--- src/hdl/cachePkg.sv ---
package cachePkg;

    // One cached line holds a single 64-bit word.
    localparam int OFFSET_W = 3;
    localparam int INDEX_W = 2;
    localparam int TAG_W = 64 - INDEX_W - OFFSET_W;
    localparam int NUM_SETS = 1 << INDEX_W;

    typedef struct packed {
        logic [TAG_W-1:0] tag;
        logic [INDEX_W-1:0] index;
        logic [OFFSET_W-1:0] offset;
    } addrFields;

    // The same address word, seen whole by memory and split by the arrays.
    typedef union packed {
        logic [63:0] raw;
        addrFields fields;
    } cacheAddr;

    typedef enum logic [2:0] {
        IDLE,
        LOOKUP,
        MEMREQ,
        MEMWAIT,
        RESPOND
    } ctrlState;

endpackage
--- src/hdl/cacheArrayIf.sv ---
`timescale 1ns/1ns

interface cacheArrayIf;
    import cachePkg::*;

    // Set lookup, driven by the controller.
    logic [INDEX_W-1:0] index;
    logic [TAG_W-1:0] tag;

    // Refill of the victim way.
    logic fill;
    logic [63:0] fillData;

    // Byte-masked store into the hit way.
    logic merge;
    logic [63:0] mergeData;
    logic [7:0] mergeMask;

    // Lookup results.
    logic hit;
    logic hitWay;
    logic victimWay;
    logic [63:0] readData;

    modport ctrl (
        output index, tag, fill, fillData, merge, mergeData, mergeMask,
        input hit, readData
    );

    modport tags (
        input index, tag, fill,
        output hit, hitWay, victimWay
    );

    modport data (
        input index, fill, fillData, merge, mergeData, mergeMask, hitWay, victimWay,
        output readData
    );

endinterface

--- src/hdl/dataCache.sv ---
`timescale 1ns/1ns

module dataCache (
    input logic clk,
    input logic rst,
    input logic reqValid,
    input logic reqWrite,
    input logic [63:0] reqAddr,
    input logic [63:0] reqData,
    input logic [7:0] reqMask,
    output logic reqReady,
    output logic respValid,
    output logic [63:0] respData,
    output logic memReqValid,
    output logic memWrite,
    output logic [63:0] memAddr,
    output logic [63:0] memWData,
    output logic [7:0] memMask,
    input logic memReqReady,
    input logic memRespValid,
    input logic [63:0] memRData
);

    cacheArrayIf arrIf ();

    cacheCtrl ctrl0 (
        .clk(clk),
        .rst(rst),
        .reqValid(reqValid),
        .reqWrite(reqWrite),
        .reqAddr(reqAddr),
        .reqData(reqData),
        .reqMask(reqMask),
        .reqReady(reqReady),
        .respValid(respValid),
        .respData(respData),
        .memReqValid(memReqValid),
        .memWrite(memWrite),
        .memAddr(memAddr),
        .memWData(memWData),
        .memMask(memMask),
        .memReqReady(memReqReady),
        .memRespValid(memRespValid),
        .memRData(memRData),
        .arr(arrIf.ctrl)
    );

    tagStore tagStore0 (
        .clk(clk),
        .rst(rst),
        .arr(arrIf.tags)
    );

    dataStore dataStore0 (
        .clk(clk),
        .arr(arrIf.data)
    );

endmodule

--- src/hdl/cacheCtrl.sv ---
`timescale 1ns/1ns

module cacheCtrl (
    input logic clk,
    input logic rst,
    input logic reqValid,
    input logic reqWrite,
    input logic [63:0] reqAddr,
    input logic [63:0] reqData,
    input logic [7:0] reqMask,
    output logic reqReady,
    output logic respValid,
    output logic [63:0] respData,
    output logic memReqValid,
    output logic memWrite,
    output logic [63:0] memAddr,
    output logic [63:0] memWData,
    output logic [7:0] memMask,
    input logic memReqReady,
    input logic memRespValid,
    input logic [63:0] memRData,
    cacheArrayIf.ctrl arr
);
    import cachePkg::*;

    ctrlState state;
    ctrlState nextState;

    // Accepted request.
    logic writeReg;
    cacheAddr addrReg;
    logic [63:0] dataReg;
    logic [7:0] maskReg;

    logic [63:0] respWord;
    logic loadHit;

    always_ff @(posedge clk) begin
        if (reqValid && reqReady) begin
            writeReg <= reqWrite;
            addrReg.raw <= reqAddr;
            dataReg <= reqData;
            maskReg <= reqMask;
        end
    end

    // Word returned after a memory round trip, zero for stores.
    always_ff @(posedge clk) begin
        if (state == MEMWAIT && memRespValid) begin
            respWord <= writeReg ? 64'h0 : memRData;
        end
    end

    always_comb begin
        nextState = state;
        unique case (state)
            IDLE: begin
                if (reqValid) begin
                    nextState = LOOKUP;
                end
            end
            LOOKUP: nextState = loadHit ? IDLE : MEMREQ;
            MEMREQ: begin
                if (memReqReady) begin
                    nextState = MEMWAIT;
                end
            end
            MEMWAIT: begin
                if (memRespValid) begin
                    nextState = RESPOND;
                end
            end
            RESPOND: nextState = IDLE;
            default: nextState = IDLE;
        endcase
    end

    always_ff @(posedge clk) begin
        if (rst) begin
            state <= IDLE;
        end else begin
            state <= nextState;
        end
    end

    assign loadHit = !writeReg && arr.hit;

    // Array side.
    assign arr.index = addrReg.fields.index;
    assign arr.tag = addrReg.fields.tag;
    assign arr.fill = (state == MEMWAIT) && memRespValid && !writeReg;
    assign arr.fillData = memRData;
    assign arr.merge = (state == LOOKUP) && writeReg && arr.hit;
    assign arr.mergeData = dataReg;
    assign arr.mergeMask = maskReg;

    // Core side. Hits answer straight from the arrays in the lookup cycle.
    assign reqReady = (state == IDLE);
    assign respValid = ((state == LOOKUP) && loadHit) || (state == RESPOND);
    assign respData = (state == LOOKUP) ? arr.readData : respWord;

    // Memory side.
    assign memReqValid = (state == MEMREQ);
    assign memWrite = writeReg;
    assign memAddr = addrReg.raw;
    assign memWData = dataReg;
    assign memMask = writeReg ? maskReg : 8'hff;

    // Memory request holds while the port stalls.
    assert property (@(posedge clk) disable iff (rst)
        memReqValid && !memReqReady |=> memReqValid && $stable(memAddr))
        else $error("cacheCtrl: memory request changed under back-pressure");

endmodule

--- src/hdl/dataStore.sv ---
`timescale 1ns/1ns

module dataStore (
    input logic clk,
    cacheArrayIf.data arr
);
    import cachePkg::*;

    logic [63:0] words [2][NUM_SETS];
    logic [63:0] merged;

    // Output follows the hit way, don't care on a miss.
    assign arr.readData = words[arr.hitWay][arr.index];

    // Masked bytes replace the cached ones.
    always_comb begin
        merged = arr.readData;
        for (int b = 0; b < 8; b++) begin
            if (arr.mergeMask[b]) begin
                merged[8*b +: 8] = arr.mergeData[8*b +: 8];
            end
        end
    end

    always_ff @(posedge clk) begin
        if (arr.fill) begin
            words[arr.victimWay][arr.index] <= arr.fillData;
        end else if (arr.merge) begin
            words[arr.hitWay][arr.index] <= merged;
        end
    end

    // Refill and store merge come from different controller states.
    assert property (@(posedge clk)
        !(arr.fill && arr.merge))
        else $error("dataStore: fill and merge in the same cycle");

endmodule

--- src/hdl/tagStore.sv ---
`timescale 1ns/1ns

module tagStore (
    input logic clk,
    input logic rst,
    cacheArrayIf.tags arr
);
    import cachePkg::*;

    logic [TAG_W-1:0] tags [2][NUM_SETS];
    logic [1:0][NUM_SETS-1:0] valid;
    logic [NUM_SETS-1:0] victim;
    logic [1:0] wayHit;

    // Both ways of the set are compared in parallel.
    always_comb begin
        for (int w = 0; w < 2; w++) begin
            wayHit[w] = valid[w][arr.index] && (tags[w][arr.index] == arr.tag);
        end
    end

    assign arr.hit = |wayHit;
    assign arr.hitWay = wayHit[1];
    assign arr.victimWay = victim[arr.index];

    // Victim bit flips on refill only.
    always_ff @(posedge clk) begin
        if (rst) begin
            valid <= '0;
            victim <= '0;
        end else if (arr.fill) begin
            valid[arr.victimWay][arr.index] <= 1'b1;
            victim[arr.index] <= ~victim[arr.index];
        end
    end

    always_ff @(posedge clk) begin
        if (arr.fill) begin
            tags[arr.victimWay][arr.index] <= arr.tag;
        end
    end

    // A tag lives in at most one way of a set.
    assert property (@(posedge clk) disable iff (rst)
        !(wayHit[0] && wayHit[1]))
        else $error("tagStore: both ways hit in set %0d", arr.index);

endmodule

--- config.mk ---
export PLATFORM = sky130hd
export DESIGN_NAME = dataCache
export DESIGN_NICKNAME = d
export VERILOG_FILES = /design/src/hdl/cachePkg.sv /design/src/hdl/cacheArrayIf.sv /design/src/hdl/dataCache.sv /design/src/hdl/cacheCtrl.sv /design/src/hdl/dataStore.sv /design/src/hdl/tagStore.sv
export SDC_FILE = /design/constraint.sdc
export NUM_CORES = 2
export LEC_CHECK = 0
export BUFFER_PORTS_ARGS = -buffer_cell sky130_fd_sc_hd__buf_4
export CORE_ASPECT_RATIO = 0.9
export CORE_MARGIN = 2
export CORE_UTILIZATION = 55
export DETAILED_ROUTE_END_ITERATION = 7
export GPL_TIMING_DRIVEN = 0
export PLACE_DENSITY_LB_ADDON = 0.3
export SYNTH_ARGS = -nofsm -noshare
export SYNTH_HDL_FRONTEND = slang
export SYNTH_SLANG_ARGS = --single-unit
export TNS_END_PERCENT = 5
--- constraint.sdc ---
create_clock -name clk -period 9.4 [get_ports clk]
set_input_delay 0 -clock clk [delete_from_list [all_inputs] [get_ports clk]]
set_output_delay 0 -clock clk [all_outputs]
set_load 0.01 [all_outputs]
---- Word-level counts from Yosys, hierarchy flattened ----
Memory sizes are Yosys's and may differ from the RTL's.
Index checks and enable logic that the tools add are counted.
word-level totals
  register bits ........................... 216
  RAM bits ................................ 984
  input bits .............................. 206
  output and inout bits ................... 204
  logic and storage cells ................. 95
  memories kept ........................... 2
operators by class
  order comparisons ....................... 6
  equal/unequal tests ..................... 9
  mux-type cells .......................... 48
  bitwise gates (word level) .............. 3
  reductions and logical operators ........ 18
memory list
  memory            words  bits a word  read ports  clocked after memory_dff  wr ports  RTL line        text
  dataStore0.words  2      256          1           0                         1         dataStore.sv:9  logic [63:0] words [2][NUM_SETS];
  tagStore0.tags    2      236          2           0                         1         tagStore.sv:10  logic [TAG_W-1:0] tags [2][NUM_SETS];
operator list
  operator                                                               number
  256-bit 2-to-1 mux                                                     4
  59-bit 2-to-1 mux                                                      5
  64-bit 2-to-1 mux                                                      4
  256-bit OR reduction                                                   1
  59-bit binary-select mux with 2-bit select                             2
  236-bit 2-to-1 mux                                                     1
  64-bit binary-select mux with 2-bit select                             1
  64-bit demux with 2-bit select                                         1
  59-bit demux with 2-bit select                                         1
  59-bit equality test                                                   2
  8-bit 2-to-1 mux                                                       9
  1-bit logical AND                                                      12
  3-bit one-hot mux with 4 select lines                                  1
  3-bit 2-to-1 mux                                                       3
  1-bit 2-to-1 mux                                                       8
  8-bit OR                                                               1
  1-bit binary-select mux with 2-bit select                              3
  3-bit by 2-bit equality test with 1-bit output, second input constant  2
  4-bit bitwise mux                                                      1
  4-bit demux with 1-bit select                                          1
  4-bit 2-to-1 mux                                                       1
  2-bit != test, second input constant                                   2
  3-bit by 1-bit equality test with 1-bit output, second input constant  1
  3-bit equality test, second input constant                             1
  16 further kinds                                                       16

---- Longest topological paths before layout ----
  word-level depth ........................ 13
  gate-level depth with buffers ........... 16
  gate-level depth less buffers ........... 8

---- Modules after synthesis ----
A second synthesis with hierarchy kept.
unflattened totals
  cell total of the unflattened synthesis .. 2720
  area, all modules ....................... 49920.4 um^2
by module, submodules not included
  module     times used  cells each  area each (um^2)  seq. area each (um^2)
  dataStore  1           1124        21045.2           15374.7
  tagStore   1           1029        19708.9           14413.8
  cacheCtrl  1           567         9166.3            6095.8

---- Least setup slack after synthesis ----
OpenSTA, ideal clock, no wires.
  path type ............................... register to register
  from .................................... register ctrl0.addrReg, in the netlist ctrl0.memAddr[4]
  to ...................................... memory tagStore0.tags[1][177] in the netlist's numbering (enable)
  library setup time ...................... 646 ps
  data arrival time ....................... 8067 ps
  data required time ...................... 8754 ps
  slack ................................... 687 ps
  cell stages (with the launch flop) ...... 9
  buffers on the path ..................... 7
  clock period less this slack ............ 8713 ps
  cell sequence ........................... edfxtp_1 > buf_2 > buf_4 > buf_2 > buf_2 > clkbuf_1 > clkbuf_1 > buf_1 > nor4b_1
on the way
  word-level cells in the longest chain between the ends .. 6
  elaborated cells between the ends (all ways) .. 9
  those cells by class .................... order compare: 2; mux: 5; bitwise: 1; reduce/logical: 1
ends and longest elaborated chain
  what                                                                                                               RTL line         text
  start, declared                                                                                                    cacheCtrl.sv:31  cacheAddr addrReg;
  2-bit NOT with 3-bit output (not written as such)                                                                  tagStore.sv:39   tags[arr.victimWay][arr.index] <= arr.tag;
  3-bit >= comparator (not written as such) / 3-bit by 1-bit < comparator with 1-bit output (equally long branches)  tagStore.sv:39
  1-bit logical AND (not written as such)                                                                            tagStore.sv:39
  59-bit 2-to-1 mux (not written as such)                                                                            tagStore.sv:39
  59-bit demux with 2-bit select                                                                                     tagStore.sv:39
  236-bit 2-to-1 mux (not written as such)                                                                           tagStore.sv:39
  end, declared                                                                                                      tagStore.sv:10
Several ways; a longest one is shown, not always the timed one. The select of a mux whose other input is x is not followed.

---- Final worst setup path ----
  from .................................... register ctrl0.addrReg, in the netlist ctrl0.memAddr[4]
  to ...................................... memory dataStore0.words[1][200] in the netlist's numbering (enable)
on the way
  word-level cells in the longest chain between the ends .. 13
  elaborated cells between the ends (all ways) .. 31
  those cells by class .................... order compare: 2; eq/ne: 2; mux: 20; bitwise: 1; reduce/logical: 6
ends and longest elaborated chain
  what                                                                            RTL line                                          text
  2-bit NOT with 3-bit output (not written as such)                               dataStore.sv:27, dataStore.sv:29, tagStore.sv:18
  59-bit binary-select mux with 2-bit select                                      tagStore.sv:18                                    wayHit[w] = valid[w][arr.index] && (tags[w][arr.index] == arr.tag);
  59-bit 2-to-1 mux (not written as such) (2 in a row)                            tagStore.sv:18
  59-bit equality test                                                            tagStore.sv:18
  1-bit logical AND                                                               tagStore.sv:18
  2-bit OR reduction                                                              tagStore.sv:22                                    assign arr.hit = |wayHit;
  1-bit logical AND                                                               cacheCtrl.sv:93                                   assign arr.merge = (state == LOOKUP) && writeReg && arr.hit;
  1-bit 2-to-1 mux                                                                dataStore.sv:28                                   end else if (arr.merge) begin
  1-bit 2-to-1 mux                                                                dataStore.sv:26                                   if (arr.fill) begin
  256-bit 2-to-1 mux (not written as such)                                        dataStore.sv:29                                   words[arr.hitWay][arr.index] <= merged;
  256-bit OR reduction (no source line)                                           n/a
  1-bit 2-to-1 mux (no source line) / 256-bit 2-to-1 mux (equally long branches)  n/a
  end, declared                                                                   dataStore.sv:9
Several ways; a longest one is shown, not always the timed one. The select of a mux whose other input is x is not followed.

==> impl_metrics.ini <==
[floorplan]
ios = 410
start_util_pct = 55.5
die_h_um = 289
die_area_um2 = 92800
core_um2 = 89500
die_w_um = 321
rows = 104

[synthesis]
yosysSeqAreaShare_pct = 72.2
synth-main-ff-cell = edfxtp_1
syn_inst = 2675
netlist_area_um2 = 49700
syn_nets = 2881
synth_warnings = 0
synthArstFlopShare_pct = 0
post_synth_num_cell_types = 73
synth_edf_count = 1185
ys_seq_elements = 1200
avgSynthCellArea_um2 = 18.6

[clocking]
cts_setup_buffers = 0
clkTransAtPathRegs_ns = 0.07
cts_buffers = 116
cts_tree = yes
cts-resized-gates = 0
cts_max_path_buffers = 3
htreeDepth = 3
cts-root-buf = clkbuf_16
insertion_delay_ns = 0.70
clock_sinks = 1200

[power_and_ir_drop]
p_leak_nw = 21.0
vdd_drop_max_v = 0.000174
powerDensity_nw_per_um2 = 198
total_power_mw = 12.2

[final_layout]
multiInputGateArea_um2 = 12700
num-fill-cells = 5517
drive_above_1_share_pct = 29.4
nNetsFinal = 3715
final_cell_mix = 1185 x edfxtp_1, 426 x buf_4, 240 x dlygate4sd3_1
ff_latch_area_um2 = 35900
final_common_cell = edfxtp_1
area_growth_pct = 24.1
stdcell_area_um2 = 61700

[global_routing]
grt_overflow = 0
grt_max_degree = 59
antenna_found_initial = 4
grt_pass1_vias = 31000
grt_pass1_wl_um = 206000
grtUsageTotal_pct = 30.6

[setup_path]
start_kind = register
max_stage_delay_ns = 0.95
path_delay_family = buffers and inverters
path_max_fanout = 10
required_ns = 9.78
critPathKind = reg -> reg
r2r_cells = 16
worst_ep_arrival_time_ns = 7.50
crit_path_end_kind = register
worst_path_most_repeated_cell = buf_2
cp_num_buf_inv = 8
r2r-end = dataStore0.words[1][200]
r2r_slack_ns = 2.28
crit_chain = buf_4 > buf_2 > buf_2 > mux4_2 > xnor2_1 > nand3_1 > nor4_1 > and4_1 > and2_1 > buf_2 > buf_2 > a22oi_1 > nor3_2 > buf_6 > buf_6 > buf_6
regToRegStartpoint = ctrl0.memAddr[4]
critical-path-slowest-cell = nor4_1

[drt]
drt_wl_total_um = 143000
wire_per_inst_um = 30.0
vias = 30500
ant_nets = 0
via_per_inst = 6.39
drt_drc_violations_left = 0
initialDrtViolationCount = 4242
dr.pass1.iters = 6

[timing]
fin_worst_skew_ns = 0.0438
timing.final.max_slew_violations = 0
finalHoldViolations = 0
min_period_over_period_pct = 75.7
relSlewSlack_pct = 1.88
worst_pin_slew_ns = 1.47
fmax_mhz = 140
setup_viol = 0
grt_setup_unrepaired = false
min_period_ns = 7.12

[placed_design]
numPortBuffers = 409
gp_congestion = 0.912
post_dp_cell_area_um2 = 55500
hpwl_um = 93100

[worst_hold_path]
whs_path_depth = 2
hold_end = ctrl0.arr.mergeData[15]
hp-class = in -> reg
hold_path_startpoint = reqData[15]

[run_status]
status = complete, no violations

[run]
maxCapViolCount = 0
kinds of logic after synthesis:
family,share of synthesized area (%)
AOI/OAI and AO/OA,4.51
xor gates and xnor gates,1.52
buffers and inverters,2.52
DFF,72.2
muxes,15.1
and+or+nand+nor,4.19
power breakdown:
| group | switching [mW] | internal [mW] | leakage, nW |
|---|---|---|---|
| Combinational | 0.776 | 0.601 | 8.32 |
| Clock | 2.00 | 2.71 | 1.85 |
| Sequential | 0.133 | 6.00 | 10.8 |
| Total | 2.91 | 9.31 | 21.0 |
worst register-to-register path: cells and delay by family (launching register included):
kind,cells,cell delay [ns]
AOI/OAI and AO/OA,1,0.39
buffers and inverters,8,2.73
DFF,1,0.44
and+or+nand+nor,5,2.42
xor gates and xnor gates,1,0.42
muxes,1,0.41
layout make-up:
type / instances / share of cell area (%)
inverter: 86 / 0.527
timing repair buffer: 716 / 10.7
sequential: 1200 / 58.2
clock buffer: 135 / 4.86
antenna: 3 / 0.0122
buffer: 157 / 1.50
clock inverter: 74 / 1.33
multi-input combinational: 1232 / 20.6
tap: 1166 / 2.36
per-layer routing:
metal	up-vias	GRT usage [%]	wire length, um
met2	1993	47.6	67800
met3	283	5.94	14400
met4	2	10.6	5110
met1	15700	44.1	55800
li1	12500	-	-
met5	-	0	8
per-stage QoR:
stage	setup WS [ns]	cells	util, %	hold slack [ns]	setup TNS, ns
after global placement	-7.01	4250	60.6	0.178	-1853.87
after floorplan	0.687	2675	-	0.0793	0
final	2.28	4769	68.9	0.0204	0
after CTS	2.49	4766	68.9	0.000904	0
after detailed placement	2.57	4317	62.0	0.179	0
after global routing	2.26	4768	68.9	0.00517	0
Yosys cell counts (all sizes together), types with 8 or more instances:
master / number / area share (%)
a211oi: 67 / 1.0
a21oi: 78 / 0.79
a221oi: 70 / 1.2
a22oi: 10 / 0.15
buf: 89 / 1.4
clkbuf: 68 / 0.51
dfxtp: 15 / 0.60
edfxtp: 1185 / 72
inv: 86 / 0.65
mux2: 75 / 2.2
mux2i: 137 / 2.8
mux4: 224 / 10
nand2: 42 / 0.32
nand2b: 28 / 0.35
nand3: 10 / 0.10
nand4: 25 / 0.31
nor2: 158 / 1.2
nor2b: 72 / 0.91
nor3: 15 / 0.15
nor4: 11 / 0.17
o21ai: 15 / 0.15
xnor2: 78 / 1.4
xor2: 8 / 0.14
state kept, by name, summed over array words and instances (netlist names):
signal	flops
ctrl0.state	3
ctrl0.memWrite	1
tagStore0.valid	8
ctrl0.respWord	64
ctrl0.arr.mergeData	64
ctrl0.arr.mergeMask	8
tagStore0.victim	4
ctrl0.memAddr	64
dataStore0.words	512
tagStore0.tags	472
worst max-delay path by stage:
stage	from	slack (ns)	end	cells after the start
after detailed placement	ctrl0.memAddr[4]	2.57	dataStore0.words[1][209]	16
after global placement	ctrl0.memAddr[4]	-7.01	tagStore0.tags[1][194]	8
after global routing	ctrl0.memAddr[4]	2.26	dataStore0.words[1][209]	16
after floorplan	ctrl0.memAddr[4]	0.69	tagStore0.tags[1][177]	8
final	ctrl0.memAddr[4]	2.28	dataStore0.words[1][200]	16
after CTS	ctrl0.memAddr[4]	2.49	dataStore0.words[1][200]	16
timing repair:
action | 4_1_cts | 5_1_grt
hold buffers | 240 | 0
endpoints found under the setup margin | 0 | 0
endpoints found under the hold margin | 752 | 0
Note: power is estimated with default switching activity, not from simulation.
